## src/design/net_proto_pkg.sv

```systemverilog
package net_proto_pkg;

    // one IPv4 address, seen as octets or as display nibbles
    typedef union packed {
        logic [3:0][7:0] octets;
        logic [7:0][3:0] nibbles;
    } ipv4_addr_u;

    typedef logic [15:0] udp_port_t;

    typedef logic [15:0] udp_len_t;

    // datagrams to this port get echoed
    localparam udp_port_t ECHO_PORT = 16'd1234;

endpackage

```

## src/design/echo_hw_pkg.sv

```systemverilog
package echo_hw_pkg;

    // payload byte width
    localparam int DATA_W = 8;

    // default depth of the loopback FIFO
    localparam int FIFO_DEPTH = 16;

    // board LED bank
    localparam int LED_W = 18;

    // seven-segment digits
    localparam int SEG_W = 7;
    localparam int HEX_DIGITS = 8;

    // digits on the board light on a low level
    localparam bit SEG_ACTIVE_LOW = 1'b1;

endpackage

```

## src/design/udp_hdr_if.sv

```systemverilog
`timescale 1ns/100ps

interface udp_hdr_if;

    logic                      valid;
    logic                      ready;
    net_proto_pkg::ipv4_addr_u src_ip;
    net_proto_pkg::ipv4_addr_u dst_ip;
    net_proto_pkg::udp_port_t  src_port;
    net_proto_pkg::udp_port_t  dst_port;
    net_proto_pkg::udp_len_t   length;

    // fields hold while valid is high and ready is low
    modport src (
        output valid, src_ip, dst_ip, src_port, dst_port, length,
        input  ready
    );

    modport snk (
        input  valid, src_ip, dst_ip, src_port, dst_port, length,
        output ready
    );

endinterface

```

## src/design/byte_stream_if.sv

```systemverilog
`timescale 1ns/100ps

interface byte_stream_if;

    logic [echo_hw_pkg::DATA_W-1:0] data;
    logic                           valid;
    logic                           ready;
    // last marks the final byte of a datagram
    logic                           last;
    logic                           user;

    modport src (output data, valid, last, user, input ready);

    modport snk (input data, valid, last, user, output ready);

endinterface

```

## src/design/hex_digit_decoder.sv

```systemverilog
`timescale 1ns/100ps

module hex_digit_decoder #(
    parameter bit INVERT = 1'b0
) (
    input  logic [3:0] i_nibble,
    output logic [6:0] o_seg
);

    // segment a on bit 0 through g on bit 6, lit when 1
    logic [6:0] seg;

    always_comb begin
        case (i_nibble)
            4'h0: seg = 7'h3f;
            4'h1: seg = 7'h06;
            4'h2: seg = 7'h5b;
            4'h3: seg = 7'h4f;
            4'h4: seg = 7'h66;
            4'h5: seg = 7'h6d;
            4'h6: seg = 7'h7d;
            4'h7: seg = 7'h07;
            4'h8: seg = 7'h7f;
            4'h9: seg = 7'h6f;
            4'ha: seg = 7'h77;
            4'hb: seg = 7'h7c;
            4'hc: seg = 7'h39;
            4'hd: seg = 7'h5e;
            4'he: seg = 7'h79;
            default: seg = 7'h71;
        endcase
    end

    assign o_seg = INVERT ? ~seg : seg;

endmodule

```

## src/design/udp_port_filter.sv

```systemverilog
`timescale 1ns/100ps

module udp_port_filter (
    input  logic                           i_clk,
    input  logic                           i_rst,
    input  logic                           i_hdr_valid,
    output logic                           o_hdr_ready,
    input  net_proto_pkg::ipv4_addr_u      i_src_ip,
    input  net_proto_pkg::ipv4_addr_u      i_dst_ip,
    input  net_proto_pkg::udp_port_t       i_src_port,
    input  net_proto_pkg::udp_port_t       i_dst_port,
    input  net_proto_pkg::udp_len_t        i_length,
    input  logic [echo_hw_pkg::DATA_W-1:0] i_data,
    input  logic                           i_valid,
    output logic                           o_ready,
    input  logic                           i_last,
    input  logic                           i_user,
    udp_hdr_if.src                         hdr_out,
    byte_stream_if.src                     pay_out
);

    // frame tracker, idle when neither flag is set
    logic pass_r;
    logic drop_r;
    logic idle;
    logic match;
    logic hdr_fire;
    logic end_fire;

    assign idle  = !pass_r && !drop_r;
    assign match = (i_dst_port == net_proto_pkg::ECHO_PORT);

    // matching headers wait for a free reply slot, others are eaten at once
    assign o_hdr_ready = i_hdr_valid && idle && (match ? hdr_out.ready : 1'b1);
    assign hdr_fire    = i_hdr_valid && o_hdr_ready;

    assign hdr_out.valid    = i_hdr_valid && idle && match;
    assign hdr_out.src_ip   = i_src_ip;
    assign hdr_out.dst_ip   = i_dst_ip;
    assign hdr_out.src_port = i_src_port;
    assign hdr_out.dst_port = i_dst_port;
    assign hdr_out.length   = i_length;

    // drop drains freely, pass follows the FIFO
    assign o_ready       = drop_r || (pass_r && pay_out.ready);
    assign pay_out.valid = i_valid && pass_r;
    assign pay_out.data  = i_data;
    assign pay_out.last  = i_last;
    assign pay_out.user  = i_user;

    assign end_fire = i_valid && o_ready && i_last;

    always_ff @(posedge i_clk) begin
        if (i_rst) begin
            pass_r <= 1'b0;
            drop_r <= 1'b0;
        end else if (hdr_fire) begin
            pass_r <= match;
            drop_r <= !match;
        end else if (end_fire) begin
            pass_r <= 1'b0;
            drop_r <= 1'b0;
        end
    end

    // payload only moves once its header has been taken
    // the next payload waits for a new header
    a_idle_after_last: assert property (@(posedge i_clk) disable iff (i_rst)
        end_fire |=> idle);

endmodule

```

## src/design/udp_reply_header.sv

```systemverilog
`timescale 1ns/100ps

module udp_reply_header (
    input  logic                      i_clk,
    input  logic                      i_rst,
    udp_hdr_if.snk                    hdr_in,
    output logic                      o_tx_hdr_valid,
    input  logic                      i_tx_hdr_ready,
    output net_proto_pkg::ipv4_addr_u o_tx_src_ip,
    output net_proto_pkg::ipv4_addr_u o_tx_dst_ip,
    output net_proto_pkg::udp_port_t  o_tx_src_port,
    output net_proto_pkg::udp_port_t  o_tx_dst_port,
    output net_proto_pkg::udp_len_t   o_tx_length
);

    // one-entry slot, only takes a header when empty
    assign hdr_in.ready = !o_tx_hdr_valid;

    always_ff @(posedge i_clk) begin
        if (i_rst) begin
            o_tx_hdr_valid <= 1'b0;
        end else if (hdr_in.valid && hdr_in.ready) begin
            o_tx_hdr_valid <= 1'b1;
        end else if (i_tx_hdr_ready) begin
            o_tx_hdr_valid <= 1'b0;
        end
    end

    // reply goes back to the sender with ports swapped
    always_ff @(posedge i_clk) begin
        if (hdr_in.valid && hdr_in.ready) begin
            o_tx_src_ip   <= hdr_in.dst_ip;
            o_tx_dst_ip   <= hdr_in.src_ip;
            o_tx_src_port <= hdr_in.dst_port;
            o_tx_dst_port <= hdr_in.src_port;
            o_tx_length   <= hdr_in.length;
        end
    end

    a_hdr_stable: assert property (@(posedge i_clk) disable iff (i_rst)
        o_tx_hdr_valid && !i_tx_hdr_ready |=> o_tx_hdr_valid
            && $stable(o_tx_src_ip) && $stable(o_tx_dst_ip)
            && $stable(o_tx_src_port) && $stable(o_tx_dst_port)
            && $stable(o_tx_length));

endmodule

```

## src/design/udp_payload_fifo.sv

```systemverilog
`timescale 1ns/100ps

module udp_payload_fifo #(
    parameter int DEPTH = echo_hw_pkg::FIFO_DEPTH
) (
    input  logic                           i_clk,
    input  logic                           i_rst,
    byte_stream_if.snk                     wr,
    output logic [echo_hw_pkg::DATA_W-1:0] o_data,
    output logic                           o_valid,
    input  logic                           i_ready,
    output logic                           o_last,
    output logic                           o_user
);

    // entry is {user, last, data}
    logic [echo_hw_pkg::DATA_W+1:0] mem [DEPTH];
    logic [$clog2(DEPTH)-1:0]       wr_ptr;
    logic [$clog2(DEPTH)-1:0]       rd_ptr;
    logic [$clog2(DEPTH):0]         count;
    logic                           wr_fire;
    logic                           rd_fire;

    assign wr.ready = (count != DEPTH);
    assign o_valid  = (count != 0);
    assign wr_fire  = wr.valid && wr.ready;
    assign rd_fire  = o_valid && i_ready;

    assign {o_user, o_last, o_data} = mem[rd_ptr];

    always_ff @(posedge i_clk) begin
        if (wr_fire) begin
            mem[wr_ptr] <= {wr.user, wr.last, wr.data};
        end
    end

    // pointers wrap naturally at a power-of-two depth
    always_ff @(posedge i_clk) begin
        if (i_rst) begin
            wr_ptr <= '0;
            rd_ptr <= '0;
            count  <= '0;
        end else begin
            if (wr_fire) begin
                wr_ptr <= wr_ptr + 1'b1;
            end
            if (rd_fire) begin
                rd_ptr <= rd_ptr + 1'b1;
            end
            count <= count + wr_fire - rd_fire;
        end
    end

    a_no_overflow: assert property (@(posedge i_clk) disable iff (i_rst)
        count <= DEPTH);

    a_no_underflow: assert property (@(posedge i_clk) disable iff (i_rst)
        (count == 0) && !wr_fire |=> (count == 0));

endmodule

```

## src/design/udp_status_display.sv

```systemverilog
`timescale 1ns/100ps

module udp_status_display (
    input  logic                                                 i_clk,
    input  logic                                                 i_rst,
    input  logic                                                 i_hdr_fire,
    input  net_proto_pkg::ipv4_addr_u                            i_dst_ip,
    input  logic                                                 i_beat_fire,
    input  logic [echo_hw_pkg::DATA_W-1:0]                       i_beat_data,
    input  logic                                                 i_beat_last,
    output logic [echo_hw_pkg::LED_W-1:0]                        o_led,
    output logic [echo_hw_pkg::HEX_DIGITS*echo_hw_pkg::SEG_W-1:0] o_hex
);

    // high while inside a reply, so only the first byte is latched
    logic                      in_frame_r;
    net_proto_pkg::ipv4_addr_u ip_r;

    always_ff @(posedge i_clk) begin
        if (i_rst) begin
            in_frame_r <= 1'b0;
            o_led      <= '0;
        end else if (i_beat_fire) begin
            if (!in_frame_r) begin
                o_led <= {{(echo_hw_pkg::LED_W-echo_hw_pkg::DATA_W){1'b0}}, i_beat_data};
            end
            in_frame_r <= !i_beat_last;
        end
    end

    always_ff @(posedge i_clk) begin
        if (i_rst) begin
            ip_r <= '0;
        end else if (i_hdr_fire) begin
            ip_r <= i_dst_ip;
        end
    end

    // nibble k drives digit k
    for (genvar k = 0; k < echo_hw_pkg::HEX_DIGITS; k++) begin : g_digit
        hex_digit_decoder #(
            .INVERT(echo_hw_pkg::SEG_ACTIVE_LOW)
        ) u_digit (
            .i_nibble(ip_r.nibbles[k]),
            .o_seg   (o_hex[k*echo_hw_pkg::SEG_W +: echo_hw_pkg::SEG_W])
        );
    end

endmodule

```

## src/design/udp_echo_top.sv

```systemverilog
`timescale 1ns/100ps

module udp_echo_top (
    input  logic                                                  i_clk,
    input  logic                                                  i_rst,
    input  logic                                                  i_rx_hdr_valid,
    output logic                                                  o_rx_hdr_ready,
    input  logic [$bits(net_proto_pkg::ipv4_addr_u)-1:0]           i_rx_src_ip,
    input  logic [$bits(net_proto_pkg::ipv4_addr_u)-1:0]           i_rx_dst_ip,
    input  logic [$bits(net_proto_pkg::udp_port_t)-1:0]            i_rx_src_port,
    input  logic [$bits(net_proto_pkg::udp_port_t)-1:0]            i_rx_dst_port,
    input  logic [$bits(net_proto_pkg::udp_len_t)-1:0]             i_rx_length,
    input  logic [echo_hw_pkg::DATA_W-1:0]                         i_rx_data,
    input  logic                                                  i_rx_valid,
    output logic                                                  o_rx_ready,
    input  logic                                                  i_rx_last,
    input  logic                                                  i_rx_user,
    output logic                                                  o_tx_hdr_valid,
    input  logic                                                  i_tx_hdr_ready,
    output logic [$bits(net_proto_pkg::ipv4_addr_u)-1:0]           o_tx_src_ip,
    output logic [$bits(net_proto_pkg::ipv4_addr_u)-1:0]           o_tx_dst_ip,
    output logic [$bits(net_proto_pkg::udp_port_t)-1:0]            o_tx_src_port,
    output logic [$bits(net_proto_pkg::udp_port_t)-1:0]            o_tx_dst_port,
    output logic [$bits(net_proto_pkg::udp_len_t)-1:0]             o_tx_length,
    output logic [echo_hw_pkg::DATA_W-1:0]                         o_tx_data,
    output logic                                                  o_tx_valid,
    input  logic                                                  i_tx_ready,
    output logic                                                  o_tx_last,
    output logic                                                  o_tx_user,
    output logic [echo_hw_pkg::LED_W-1:0]                          o_led,
    output logic [echo_hw_pkg::HEX_DIGITS*echo_hw_pkg::SEG_W-1:0]  o_hex
);

    udp_hdr_if     req_hdr ();
    byte_stream_if req_pay ();

    udp_port_filter u_filter (
        .i_clk      (i_clk),
        .i_rst      (i_rst),
        .i_hdr_valid(i_rx_hdr_valid),
        .o_hdr_ready(o_rx_hdr_ready),
        .i_src_ip   (i_rx_src_ip),
        .i_dst_ip   (i_rx_dst_ip),
        .i_src_port (i_rx_src_port),
        .i_dst_port (i_rx_dst_port),
        .i_length   (i_rx_length),
        .i_data     (i_rx_data),
        .i_valid    (i_rx_valid),
        .o_ready    (o_rx_ready),
        .i_last     (i_rx_last),
        .i_user     (i_rx_user),
        .hdr_out    (req_hdr),
        .pay_out    (req_pay)
    );

    udp_reply_header u_reply (
        .i_clk         (i_clk),
        .i_rst         (i_rst),
        .hdr_in        (req_hdr),
        .o_tx_hdr_valid(o_tx_hdr_valid),
        .i_tx_hdr_ready(i_tx_hdr_ready),
        .o_tx_src_ip   (o_tx_src_ip),
        .o_tx_dst_ip   (o_tx_dst_ip),
        .o_tx_src_port (o_tx_src_port),
        .o_tx_dst_port (o_tx_dst_port),
        .o_tx_length   (o_tx_length)
    );

    udp_payload_fifo u_fifo (
        .i_clk  (i_clk),
        .i_rst  (i_rst),
        .wr     (req_pay),
        .o_data (o_tx_data),
        .o_valid(o_tx_valid),
        .i_ready(i_tx_ready),
        .o_last (o_tx_last),
        .o_user (o_tx_user)
    );

    // transfers seen on the reply side
    udp_status_display u_status (
        .i_clk      (i_clk),
        .i_rst      (i_rst),
        .i_hdr_fire (o_tx_hdr_valid && i_tx_hdr_ready),
        .i_dst_ip   (o_tx_dst_ip),
        .i_beat_fire(o_tx_valid && i_tx_ready),
        .i_beat_data(o_tx_data),
        .i_beat_last(o_tx_last),
        .o_led      (o_led),
        .o_hex      (o_hex)
    );

endmodule

```

## config.mk

```make
export PLATFORM = sky130hd
export DESIGN_NAME = udp_echo_top
export DESIGN_NICKNAME = d
export VERILOG_FILES = /design/src/design/net_proto_pkg.sv /design/src/design/echo_hw_pkg.sv /design/src/design/udp_hdr_if.sv /design/src/design/byte_stream_if.sv /design/src/design/hex_digit_decoder.sv /design/src/design/udp_port_filter.sv /design/src/design/udp_reply_header.sv /design/src/design/udp_payload_fifo.sv /design/src/design/udp_status_display.sv /design/src/design/udp_echo_top.sv
export SDC_FILE = /design/constraint.sdc
export NUM_CORES = 1
export LEC_CHECK = 0
export BUFFER_PORTS_ARGS = -buffer_cell sky130_fd_sc_hd__buf_2
export CAP_MARGIN = 30
export CELL_PAD_IN_SITES_DETAIL_PLACEMENT = 1
export CELL_PAD_IN_SITES_GLOBAL_PLACEMENT = 1
export CORE_ASPECT_RATIO = 1.1
export CORE_MARGIN = 10
export CORE_UTILIZATION = 46
export DETAILED_ROUTE_END_ITERATION = 12
export GPL_ROUTABILITY_DRIVEN = 0
export PLACE_DENSITY_LB_ADDON = 0.1
export REMOVE_ABC_BUFFERS = 1
export SYNTH_ARGS = -nofsm -noshare
export SYNTH_HDL_FRONTEND = slang
export SYNTH_SLANG_ARGS = --single-unit
```

## constraint.sdc

```tcl
create_clock -name i_clk -period 11.8 [get_ports i_clk]
set_input_delay 0.59 -clock i_clk [delete_from_list [all_inputs] [get_ports i_clk]]
set_output_delay 0.59 -clock i_clk [all_outputs]
set_load 0.05 [all_outputs]
```

==> results.cfg, run 1 <==
[outcome]
status = complete, no violations

[yosys]
avgSynthCellArea_sq_um = 15.03
synth_area_leaders = edfxtp_1 51%, dfxtp_1 15%, mux4_2 6.9%, ha_1 5.3%, inv_1 2.8%
ys_warn_count = 0
synth_common_cells = 272 x edfxtp_1, 119 x inv_1, 117 x dfxtp_1
syn_inst = 1058
ys_ff_latch = 389
synth_cell_types = 47
async_flop_share_pct = 0
synth_top_area_share_pct = 51.36
ys.flop_type = edfxtp_1
synth_area_sq_um = 15900
yosysSeqAreaShare_pct = 66.08
synth_most_common_cell = edfxtp_1
synth-edff-count = 272
synth_area_leader_cell = edfxtp_1

[clock_tree]
cts_resized = 0
path_clk_slew_ns = 0.06
ctsHtreeMaxLevel = 2
postCtsSetupRepairBufs = 0
cts_tree = built
clock-sinks = 389
root_buffer = clkbuf_16
hold_buffers = 0
worstSkewPairLatency_ns = 0.54
clock_path_buffers = 3
cts_buffers = 42

[detailed_routing]
drcViolationCount = 0
drt_wl_total_um = 39670
drt_iter0_drc = 366
wl_per_cell_um = 21.36
ant_nets = 0
routed_via_density = 5.111
num_vias = 9491
dr.pass1.iters = 4

[critical_path]
slowest_stage = dfxtp_4
cp.arrival_ns = 2.82
cp-start-kind = flop
endpoint_kind = output pin
worstPathRequired_ns = 11.21
cpPeakStageDelay_ns = 0.83
worst_path_most_repeated_cell = mux2i_1
crit_type = flop to output pin
crit_buf_inv = 1
crit_chain = mux4_2 > mux2i_1 > mux2i_1 > buf_2
crit_family = multiplexers
crit_fanout = 37

[sta]
final.setup.tns_ns = 0
fin_skew_ns = 0.01631
final-max-slew-violation-count = 0
finalHoldViolCount = 0
rsz0062_at_grt = false
min_period_ns = 3.411
max_freq_mhz = 293.1
period_share_pct = 28.91
worst_slack_ns = 8.389
finalSetupViolations = 0
tightest_slew_ns = 1.053
holdWs_ns = 0.2134
slew_headroom_pct = 29.80

[place]
dp_hpwl_um = 28860
placed_cells = 1778
post-place-ws_ns = 8.026
dpl-instance-area_sq_um = 17880
port_buffers = 317

[floorplanning]
dieArea_sq_um = 42420
rows = 71
core-area_sq_um = 34200
die_w_um = 197.3
start_util_pct = 46.50
die_h_um = 215.0
ios = 328

[grt]
grt_pass1_vias = 10534
grt_max_degree = 73
gr-usage-all-layers_pct = 18.51
grt-ovfl-total = 0
grt_pass1_wl_um = 61180
antenna_found_initial = 1

[final_layout]
finalInstanceArea_sq_um = 19360
syn_to_final_growth_pct = 21.74
final_nets = 1584
layout-drive-gt1-share_pct = 36.04
finalNonFillerCells = 1857

[power_and_ir_drop]
p_per_area_nw_per_um2 = 166.1
power_leakage_uw = 0.008033
max-vdd-ir-drop_mv = 0.1151

[job]
cap_violations = 0

[worst_hold_path]
hold_class = input pin to flop
==> per-stage QoR <==
step           total power (uW)  utilization [%]
2_1_floorplan              1774                -
3_3_place_gp               1872            51.90
3_5_place_dp               1883            52.29
4_1_cts                    3259            56.52
5_1_grt                    3343            56.61
6_report                   3217            56.61
==> flip-flops by register name (all words and copies together), names as in the netlist, 4 cells and up, named ones only <==
name and count:
u_fifo.count 5, u_fifo.mem 160, u_fifo.rd_ptr 4, u_fifo.wr_ptr 4
u_reply.o_tx_dst_ip 32, u_reply.o_tx_dst_port 16, u_reply.o_tx_length 16, u_reply.o_tx_src_ip 32
u_reply.o_tx_src_port 16, u_status.g_digit.u_digit.seg 56, u_status.ip_r 32, u_status.o_led 8
==> power breakdown <==
part           switching, uW  leakage, uW  internal, uW  total, uW
combinational            206      0.00393           122        328
sequential              39.9      0.00339          1480       1520
clock                    524     0.000712           844       1370
total                    770      0.00803          2450       3220
==> metal layers <==
| metal | wire, um | global-route usage [%] |
|---|---|---|
| met1 | 15400 | 20.89 |
| met3 | 2632 | 5.439 |
| met4 | 816 | 5.233 |
| met2 | 20830 | 33.12 |
| met5 | 0 | 0 |
==> logic make-up (layout without fill, tap and decap cells) <==
group | after synthesis | in the layout | share of synthesized area, %
AO/OA/AOI/OAI | 144 | 144 | 6.632
multiplexers | 108 | 108 | 10.78
flip-flops | 389 | 389 | 66.08
buffers and inverters | 182 | 533 | 5.255
XOR/XNOR | 16 | 16 | 0.8811
other | 1 | 11 | 0.02358
AND/OR/NAND/NOR | 150 | 150 | 4.949
adder cells (fa/ha/maj) | 68 | 68 | 5.397
==> cells in the final DEF, fill, tap and decap left out, drive strengths merged, types with 3 or more instances in the layout <==
| master | instances |
|---|---|
| nor3 | 13 |
| and2 | 4 |
| buf | 340 |
| dfxtp | 117 |
| clkbuf | 52 |
| mux2 | 16 |
| a221oi | 8 |
| and3b | 13 |
| nand3 | 32 |
| a2bb2oi | 11 |
| a21oi | 62 |
| bufinv | 7 |
| a21bo | 24 |
| mux4 | 49 |
| conb | 10 |
| clkinv | 13 |
| edfxtp | 272 |
| nor2 | 33 |
| nand4 | 3 |
| nor2b | 11 |
| xnor2 | 11 |
| mux2i | 43 |
| o22ai | 9 |
| xor2 | 5 |
| nand2 | 27 |
| inv | 121 |
| a22oi | 9 |
| nand2b | 4 |
| ha | 67 |
| a21o | 17 |
==> final cells by class <==
class | instances | area (sq um)
tap | 438 | 548.0
clock buffer | 52 | 1150
multi-input combinational | 496 | 4612
antenna | 1 | 2.502
sequential | 389 | 10520
fill | 3367 | 14840
clock inverter | 22 | 295.3
timing repair buffer | 340 | 1789
inverter | 119 | 449.2
==> path summary, 6_finish.rpt <==
| path | startpoint | endpoint | slack, ns | depth (start not counted) |
|---|---|---|---|---|
| min reg2reg | u_status.o_led[5]$_SDFFE_PP0P_ | u_status.o_led[5]$_SDFFE_PP0P_ | 0.45 | 1 |
| max | flop | o_tx_data[0] | 8.39 | 4 |
| min | i_rx_src_port[0] | u_reply.o_tx_dst_port[0]$_DFFE_PP_ | 0.21 | 1 |
| max reg2reg | u_fifo.count[2]$_SDFF_PP0_ | u_fifo.count[4]$_SDFF_PP0_ | 8.74 | 13 |
==> worst reg2reg max path, delay by kind of cell, from the launching register on <==
| kind | cells | cell delay, ns |
|---|---|---|
| AOI/OAI and AO/OA | 2 | 0.28 |
| adders and majority gates | 4 | 1.00 |
| buffers and inverters | 3 | 0.20 |
| DFF | 1 | 0.32 |
| and+or+nand+nor | 4 | 1.12 |
Note: power is estimated with default switching activity, not from simulation.
==> run 2, diff against run 1 <==
Settings changed: ABC_AREA set to 1, CORE_UTILIZATION 46 to 39.
Clock period 11.8 ns to 3 ns, I/O delays scaled along.
==> run 2 against run 1 <==
Compared with the run above: sequential share of layout area decreased by 4.6 points; core utilization decreased by 5.4 points; register-to-register slack got worse by 8.4 ns; critical path type unchanged; highest routed layer is now met5.
==> results.cfg, run 2 <==
[place]
placed_cells = 2404
dpl-instance-area_sq_um = 18600
port_buffers = 317
post-place-ws_ns = 0.2781
dp_hpwl_um = 33360

[worst_hold_path]
hp-start = i_rst
holdPathStages = 2
hold_class = input pin to flop
hold_path_end = u_fifo.rd_ptr[3]$_SDFFE_PP0N_

[detailed_routing]
dr.pass1.iters = 5
num_vias = 12159
drt_iter0_drc = 546
drt_wl_total_um = 50480
ant_nets = 0
drcViolationCount = 0
wl_per_cell_um = 19.36
routed_via_density = 4.664

[clock_tree]
clock_path_buffers = 3
clock-sinks = 389
cts_tree = built
root_buffer = clkbuf_16
ctsHtreeMaxLevel = 2
path_clk_slew_ns = 0.06
cts_resized = 0
cts_buffers = 43
worstSkewPairLatency_ns = 0.57

[sta]
tightest_slew_ns = 0.6497
slew_headroom_pct = 56.62
worst_slack_ns = 0.2879
rsz0062_at_grt = false
max_freq_mhz = 368.7
finalHoldViolCount = 0
period_share_pct = 90.40
final.setup.tns_ns = 0
fin_skew_ns = 0.03009
finalSetupViolations = 0
final-max-slew-violation-count = 0
min_period_ns = 2.712

[critical_path]
r2r_end = u_fifo.count[4]$_SDFF_PP0_
r2r-start = u_fifo.count[2]$_SDFF_PP0_
crit_family = buffers and inverters
crit_type = flop to output pin
slowest_stage = inv_2
cp-start-kind = flop
cpPeakStageDelay_ns = 0.47
r2r_cells = 13
crit_chain = inv_2 > buf_4 > nand2_1 > nand2_1 > nand2_1 > nand3_1 > nand3_1 > nand2_1 > buf_2
rrSetupSlack_ns = 0.31
worst_path_most_repeated_cell = nand2_1
crit_buf_inv = 3
crit_fanout = 32
cp.arrival_ns = 2.56
endpoint_kind = output pin
worstPathRequired_ns = 2.85

[floorplanning]
die_w_um = 215.0
core-area_sq_um = 41280
rows = 78
start_util_pct = 39.53
dieArea_sq_um = 50430
ios = 328
die_h_um = 234.5

[power_and_ir_drop]
clkPwrFrac_pct = 37.8
swShare_pct = 28.96
combPwrFrac_pct = 17.4
seqPwrFrac_pct = 44.8
p_per_area_nw_per_um2 = 622.4
max-vdd-ir-drop_mv = 0.4316
power_switching_uw = 3811
power_leakage_uw = 0.009892
intPower_uw = 9350

[yosys]
yosysSeqAreaShare_pct = 64.41
avgSynthCellArea_sq_um = 10.60
synth_top_area_share_pct = 50.06
synth_area_sq_um = 16320
synth_area_leader_cell = edfxtp_1
ys_warn_count = 0
async_flop_share_pct = 0
synth_cell_types = 41
synth_area_leaders = edfxtp_1 50%, dfxtp_1 14%, nand2_1 8.2%, ha_1 5.1%, inv_1 5.0%
synth-edff-count = 272
synth_common_cells = 358 x nand2_1, 272 x edfxtp_1, 219 x inv_1
synth_most_common_cell = nand2_1
ys_ff_latch = 389
ys.flop_type = edfxtp_1
syn_inst = 1539

[grt]
grt_pass1_vias = 13127
grt_pass1_wl_um = 76720
grt.busiest_layer = met2
grt_max_degree = 50
gr-usage-all-layers_pct = 19.64
grtUsageMet1_pct = 21.58
use_met3_pct = 4.814
grt-ovfl-total = 0
met2_usage_pct = 36.91
antenna_found_initial = 3

[final_layout]
largest-register = u_fifo.mem
largest_register_ffs = 160
final_cell_mix = 358 x nand2_1, 317 x buf_2, 272 x edfxtp_1, 218 x inv_1, 125 x dlygate4sd3_1
layout-drive-gt1-share_pct = 23.90
syn_to_final_growth_pct = 29.58
finalNonFillerCells = 2607
mostFrequentLayoutCell = nand2_1
fillers = 4646
final_nets = 2210
finalInstanceArea_sq_um = 21140

[job]
cap_violations = 0

[outcome]
status = complete, no violations
-- run 2: cell count changes in the layout (fill, tap and decap cells not counted), moves of 43 or more --
cell	previous run	this run
dlygate4sd3_1	0	125
inv_1	118	218
mux2i_1	43	0
mux4_2	49	0
nand2_1	27	358
nand3_1	32	123
nor2_1	33	96
o21ai_1	0	60
-- run 2: layout make-up --
type	count	area [sq um]	area share, %
Antenna cell	1	2.502	0.01184
Clock buffer	52	1120	5.296
Clock inverter	25	172.7	0.8166
Inverter	240	920.9	4.355
Multi-Input combinational cell	865	4593	21.72
Sequential cell	389	10510	49.71
Tap cell	560	700.7	3.314
Timing Repair Buffer	475	3123	14.77
-- run 2: worst max path at each step --
stage	from	to	slack, ns	cells after the start
after CTS	flop	o_tx_data[0]	0.23	9
after floorplan	flop	u_status.in_frame_r$_SDFFE_PP0N_	-0.44	7
final	flop	o_tx_data[0]	0.29	9
after detailed placement	u_fifo.count[2]$_SDFF_PP0_	u_fifo.count[4]$_SDFF_PP0_	0.28	13
after global routing	u_fifo.count[3]$_SDFF_PP0_	u_fifo.count[4]$_SDFF_PP0_	0.04	13
after global placement	u_fifo.count[3]$_SDFF_PP0_	u_fifo.count[4]$_SDFF_PP0_	0.39	13
-- run 2: cells by family (layout without fill, tap and decap cells) --
| kind of cell | after synthesis | count (layout) | synth area share, % |
|---|---|---|---|
| AOI/OAI and AO/OA | 138 | 138 | 4.984 |
| xor gates and xnor gates | 3 | 3 | 0.1611 |
| adders and majority gates | 68 | 68 | 5.260 |
| buffers and inverters | 294 | 792 | 7.645 |
| DFF | 389 | 389 | 64.41 |
| other | 1 | 11 | 0.02298 |
| and+or+nand+nor | 646 | 646 | 17.51 |
-- run 2: stage by stage --
stage | total power (uW) | utilization [%] | hold slack [ns]
after floorplan | 7438 | - | 0.2167
after CTS | 13330 | 51.21 | 0.03229
after detailed placement | 8189 | 45.05 | 0.3283
after global routing | 13800 | 51.22 | 0.05905
after global placement | 8137 | 45.05 | 0.3260
final | 13160 | 51.22 | 0.06637
-- run 2: worst register-to-register path: stages, from the launching register on --
cell and delay [ns]:
dfxtp_1 0.32, inv_1 0.08, ha_1 0.17, nand4_1 0.13, nand2_1 0.23, inv_2 0.12, ha_1 0.28, inv_1 0.06
ha_1 0.15, inv_1 0.06, fa_1 0.44, o31ai_1 0.32, o21ai_0 0.12, a21oi_1 0.13
-- run 2: power by group through the flow --
stage / Sequential [uW] / Combinational [uW] / Clock, uW
after global placement: 6010 / 2130 / 0
after CTS: 5900 / 2320 / 5110
after global routing: 5910 / 2530 / 5360
after floorplan: 6220 / 1210 / 0
final: 5890 / 2290 / 4970
after detailed placement: 6010 / 2180 / 0
-- run 2: layer usage --
metal | share of wire [%] | up-vias
met3 | 5.3 | 85
li1 | - | 5928
met5 | 0.053 | -
met1 | 38 | 5898
met4 | 2.5 | 4
met2 | 54 | 244
-- run 2: repair_timing --
item                      4_1_cts  5_1_grt
setup buffers                   0        0
hold endpoints to repair      275        0
hold buffers                  125        0
==> run 3, diff against run 2 <==
Settings changed: CORE_MARGIN 10 to 4.
==> run 3 against run 2 <==
Compared with the run above: setup slack got worse by 0.055 ns; register-to-register slack gained 0.03 ns; global-route usage grew 1.4 points; clock power rose by 4.0%; sequential power hardly changed; cell area up 0.25%; first-iteration DRC count is 2.7% lower; maximum frequency fell by 2.0%; core utilization rose by 0.13 points; clock skew shrank 0.012 ns.
==> results.cfg, run 3 (synthesis results as in run 2) <==
[detailed_routing]
dr.pass1.iters = 4
routed_via_density = 4.697
wl_per_cell_um = 18.46
ant_nets = 0
num_vias = 12263
drt_iter0_drc = 531
drt_wl_total_um = 48210
drcViolationCount = 0

[sta]
slew_headroom_pct = 37.19
max_freq_mhz = 361.4
finalHoldViolCount = 0
rsz0062_at_grt = false
worst_slack_ns = 0.2329
tightest_slew_ns = 0.9412
min_period_ns = 2.767
period_share_pct = 92.24
finalSetupViolations = 0
final-max-slew-violation-count = 0
fin_skew_ns = 0.01799

[grt]
gr-usage-all-layers_pct = 21.02
grt_max_degree = 103
grt_pass1_wl_um = 74480
grt-ovfl-total = 0
antenna_found_initial = 4
grt_pass1_vias = 13114

[worst_hold_path]
hp-start = i_tx_ready
holdPathStages = 4
hold_path_end = u_fifo.rd_ptr[3]$_SDFFE_PP0N_
hold_class = input pin to flop

[power_and_ir_drop]
power_leakage_uw = 0.009914
power_switching_uw = 3814
intPower_uw = 9527
p_per_area_nw_per_um2 = 629.4
swShare_pct = 28.59
clkPwrFrac_pct = 38.7
seqPwrFrac_pct = 44.2
p_total_uw = 13340
max-vdd-ir-drop_mv = 0.5534
combPwrFrac_pct = 17.0

[critical_path]
cp.arrival_ns = 2.62
r2r-start = u_fifo.count[3]$_SDFF_PP0_
endpoint_kind = output pin
slowest_stage = inv_2
crit_fanout = 36
crit_type = flop to output pin
worstPathRequired_ns = 2.85
cp-start-kind = flop
cpPeakStageDelay_ns = 0.46
worst_path_most_repeated_cell = nand2_1
r2r_end = u_fifo.count[4]$_SDFF_PP0_
rrSetupSlack_ns = 0.34
crit_chain = inv_2 > buf_12 > nand2_1 > nand2_1 > nand2_1 > nand3_1 > nand3_1 > nand2_1 > buf_2
r2r_cells = 13

[place]
port_buffers = 317
post-place-ws_ns = 0.3351
dp_hpwl_um = 30700

[final_layout]
syn_to_final_growth_pct = 29.91
layout-drive-gt1-share_pct = 23.96
mostFrequentLayoutCell = nand2_1
final_nets = 2210
largest-register = u_fifo.mem
largest_register_ffs = 160
final_cell_mix = 358 x nand2_1, 317 x buf_2, 272 x edfxtp_1, 218 x inv_1, 126 x dlygate4sd3_1

[floorplanning]
start_util_pct = 39.53
dieArea_sq_um = 45180
die_w_um = 203.0
ios = 328
core-area_sq_um = 41280
die_h_um = 222.5
rows = 78

[clock_tree]
ctsHtreeMaxLevel = 2
clock_path_buffers = 3
worstSkewPairLatency_ns = 0.57
clock-sinks = 389
postCtsSetupRepairBufs = 0
path_clk_slew_ns = 0.06
root_buffer = clkbuf_16
cts_buffers = 43
cts_tree = built
hold_buffers = 126
cts_resized = 0

[outcome]
status = complete, no violations

[job]
cap_violations = 0
[run 3: per-layer routing]
metal  global-route usage, %  up-vias  part of all wire, %
met2                   37.37      232                   51
met4                   5.876        4                  2.6
li1                        -     5936                    -
met3                   4.335       77                  4.2
met1                   26.01     6014                   42
met5                       0        -                0.044
[run 3: critical path: cells and delay by family (launching register included)]
kind	cells	cell delay, ns
flops	1	0.40
simple gates	6	0.61
buf+inv	3	1.02
[run 3: worst max-delay path by stage]
| stage | start | to | slack [ns] |
|---|---|---|---|
| 2_1_floorplan | flop | u_status.in_frame_r$_SDFFE_PP0N_ | -0.44 |
| 3_3_place_gp | u_fifo.count[3]$_SDFF_PP0_ | u_fifo.count[4]$_SDFF_PP0_ | 0.41 |
| 3_5_place_dp | u_fifo.count[3]$_SDFF_PP0_ | u_fifo.count[4]$_SDFF_PP0_ | 0.34 |
| 4_1_cts | flop | o_tx_data[0] | 0.21 |
| 5_1_grt | flop | o_tx_data[0] | 0.04 |
| 6_report | flop | o_tx_data[0] | 0.23 |
[run 3: per-stage QoR]
stage	utilization [%]	hold slack [ns]	setup TNS (ns)	instances	area, sq um
floorplan	-	0.2167	-52.93	1494	16020
global placement	45.00	0.3259	0	2403	18580
detailed placement	45.00	0.3283	0	2403	18580
CTS	51.34	0.05200	0	2609	21190
global route	51.35	0.1045	0	2611	21200
finish	51.35	0.09174	0	2611	21200
[run 3: final cells by class]
| cell class | count | area [sq um] |
|---|---|---|
| Inverter | 240 | 920.9 |
| Multi-Input combinational cell | 865 | 4593 |
| Antenna cell | 2 | 5.005 |
| Fill cell | 4598 | 20080 |
| Clock inverter | 17 | 172.7 |
| Sequential cell | 389 | 10510 |
| Clock buffer | 63 | 1181 |
| Tap cell | 560 | 700.7 |
| Timing Repair Buffer | 475 | 3113 |
[run 3: power by group through the flow]
stage	sequential [uW]	combinational (uW)	clock, uW
after global routing	5910	2520	5570
after floorplan	6220	1210	0
after CTS	5900	2290	5290
after global placement	6010	2090	0
final	5900	2270	5170
after detailed placement	6020	2140	0
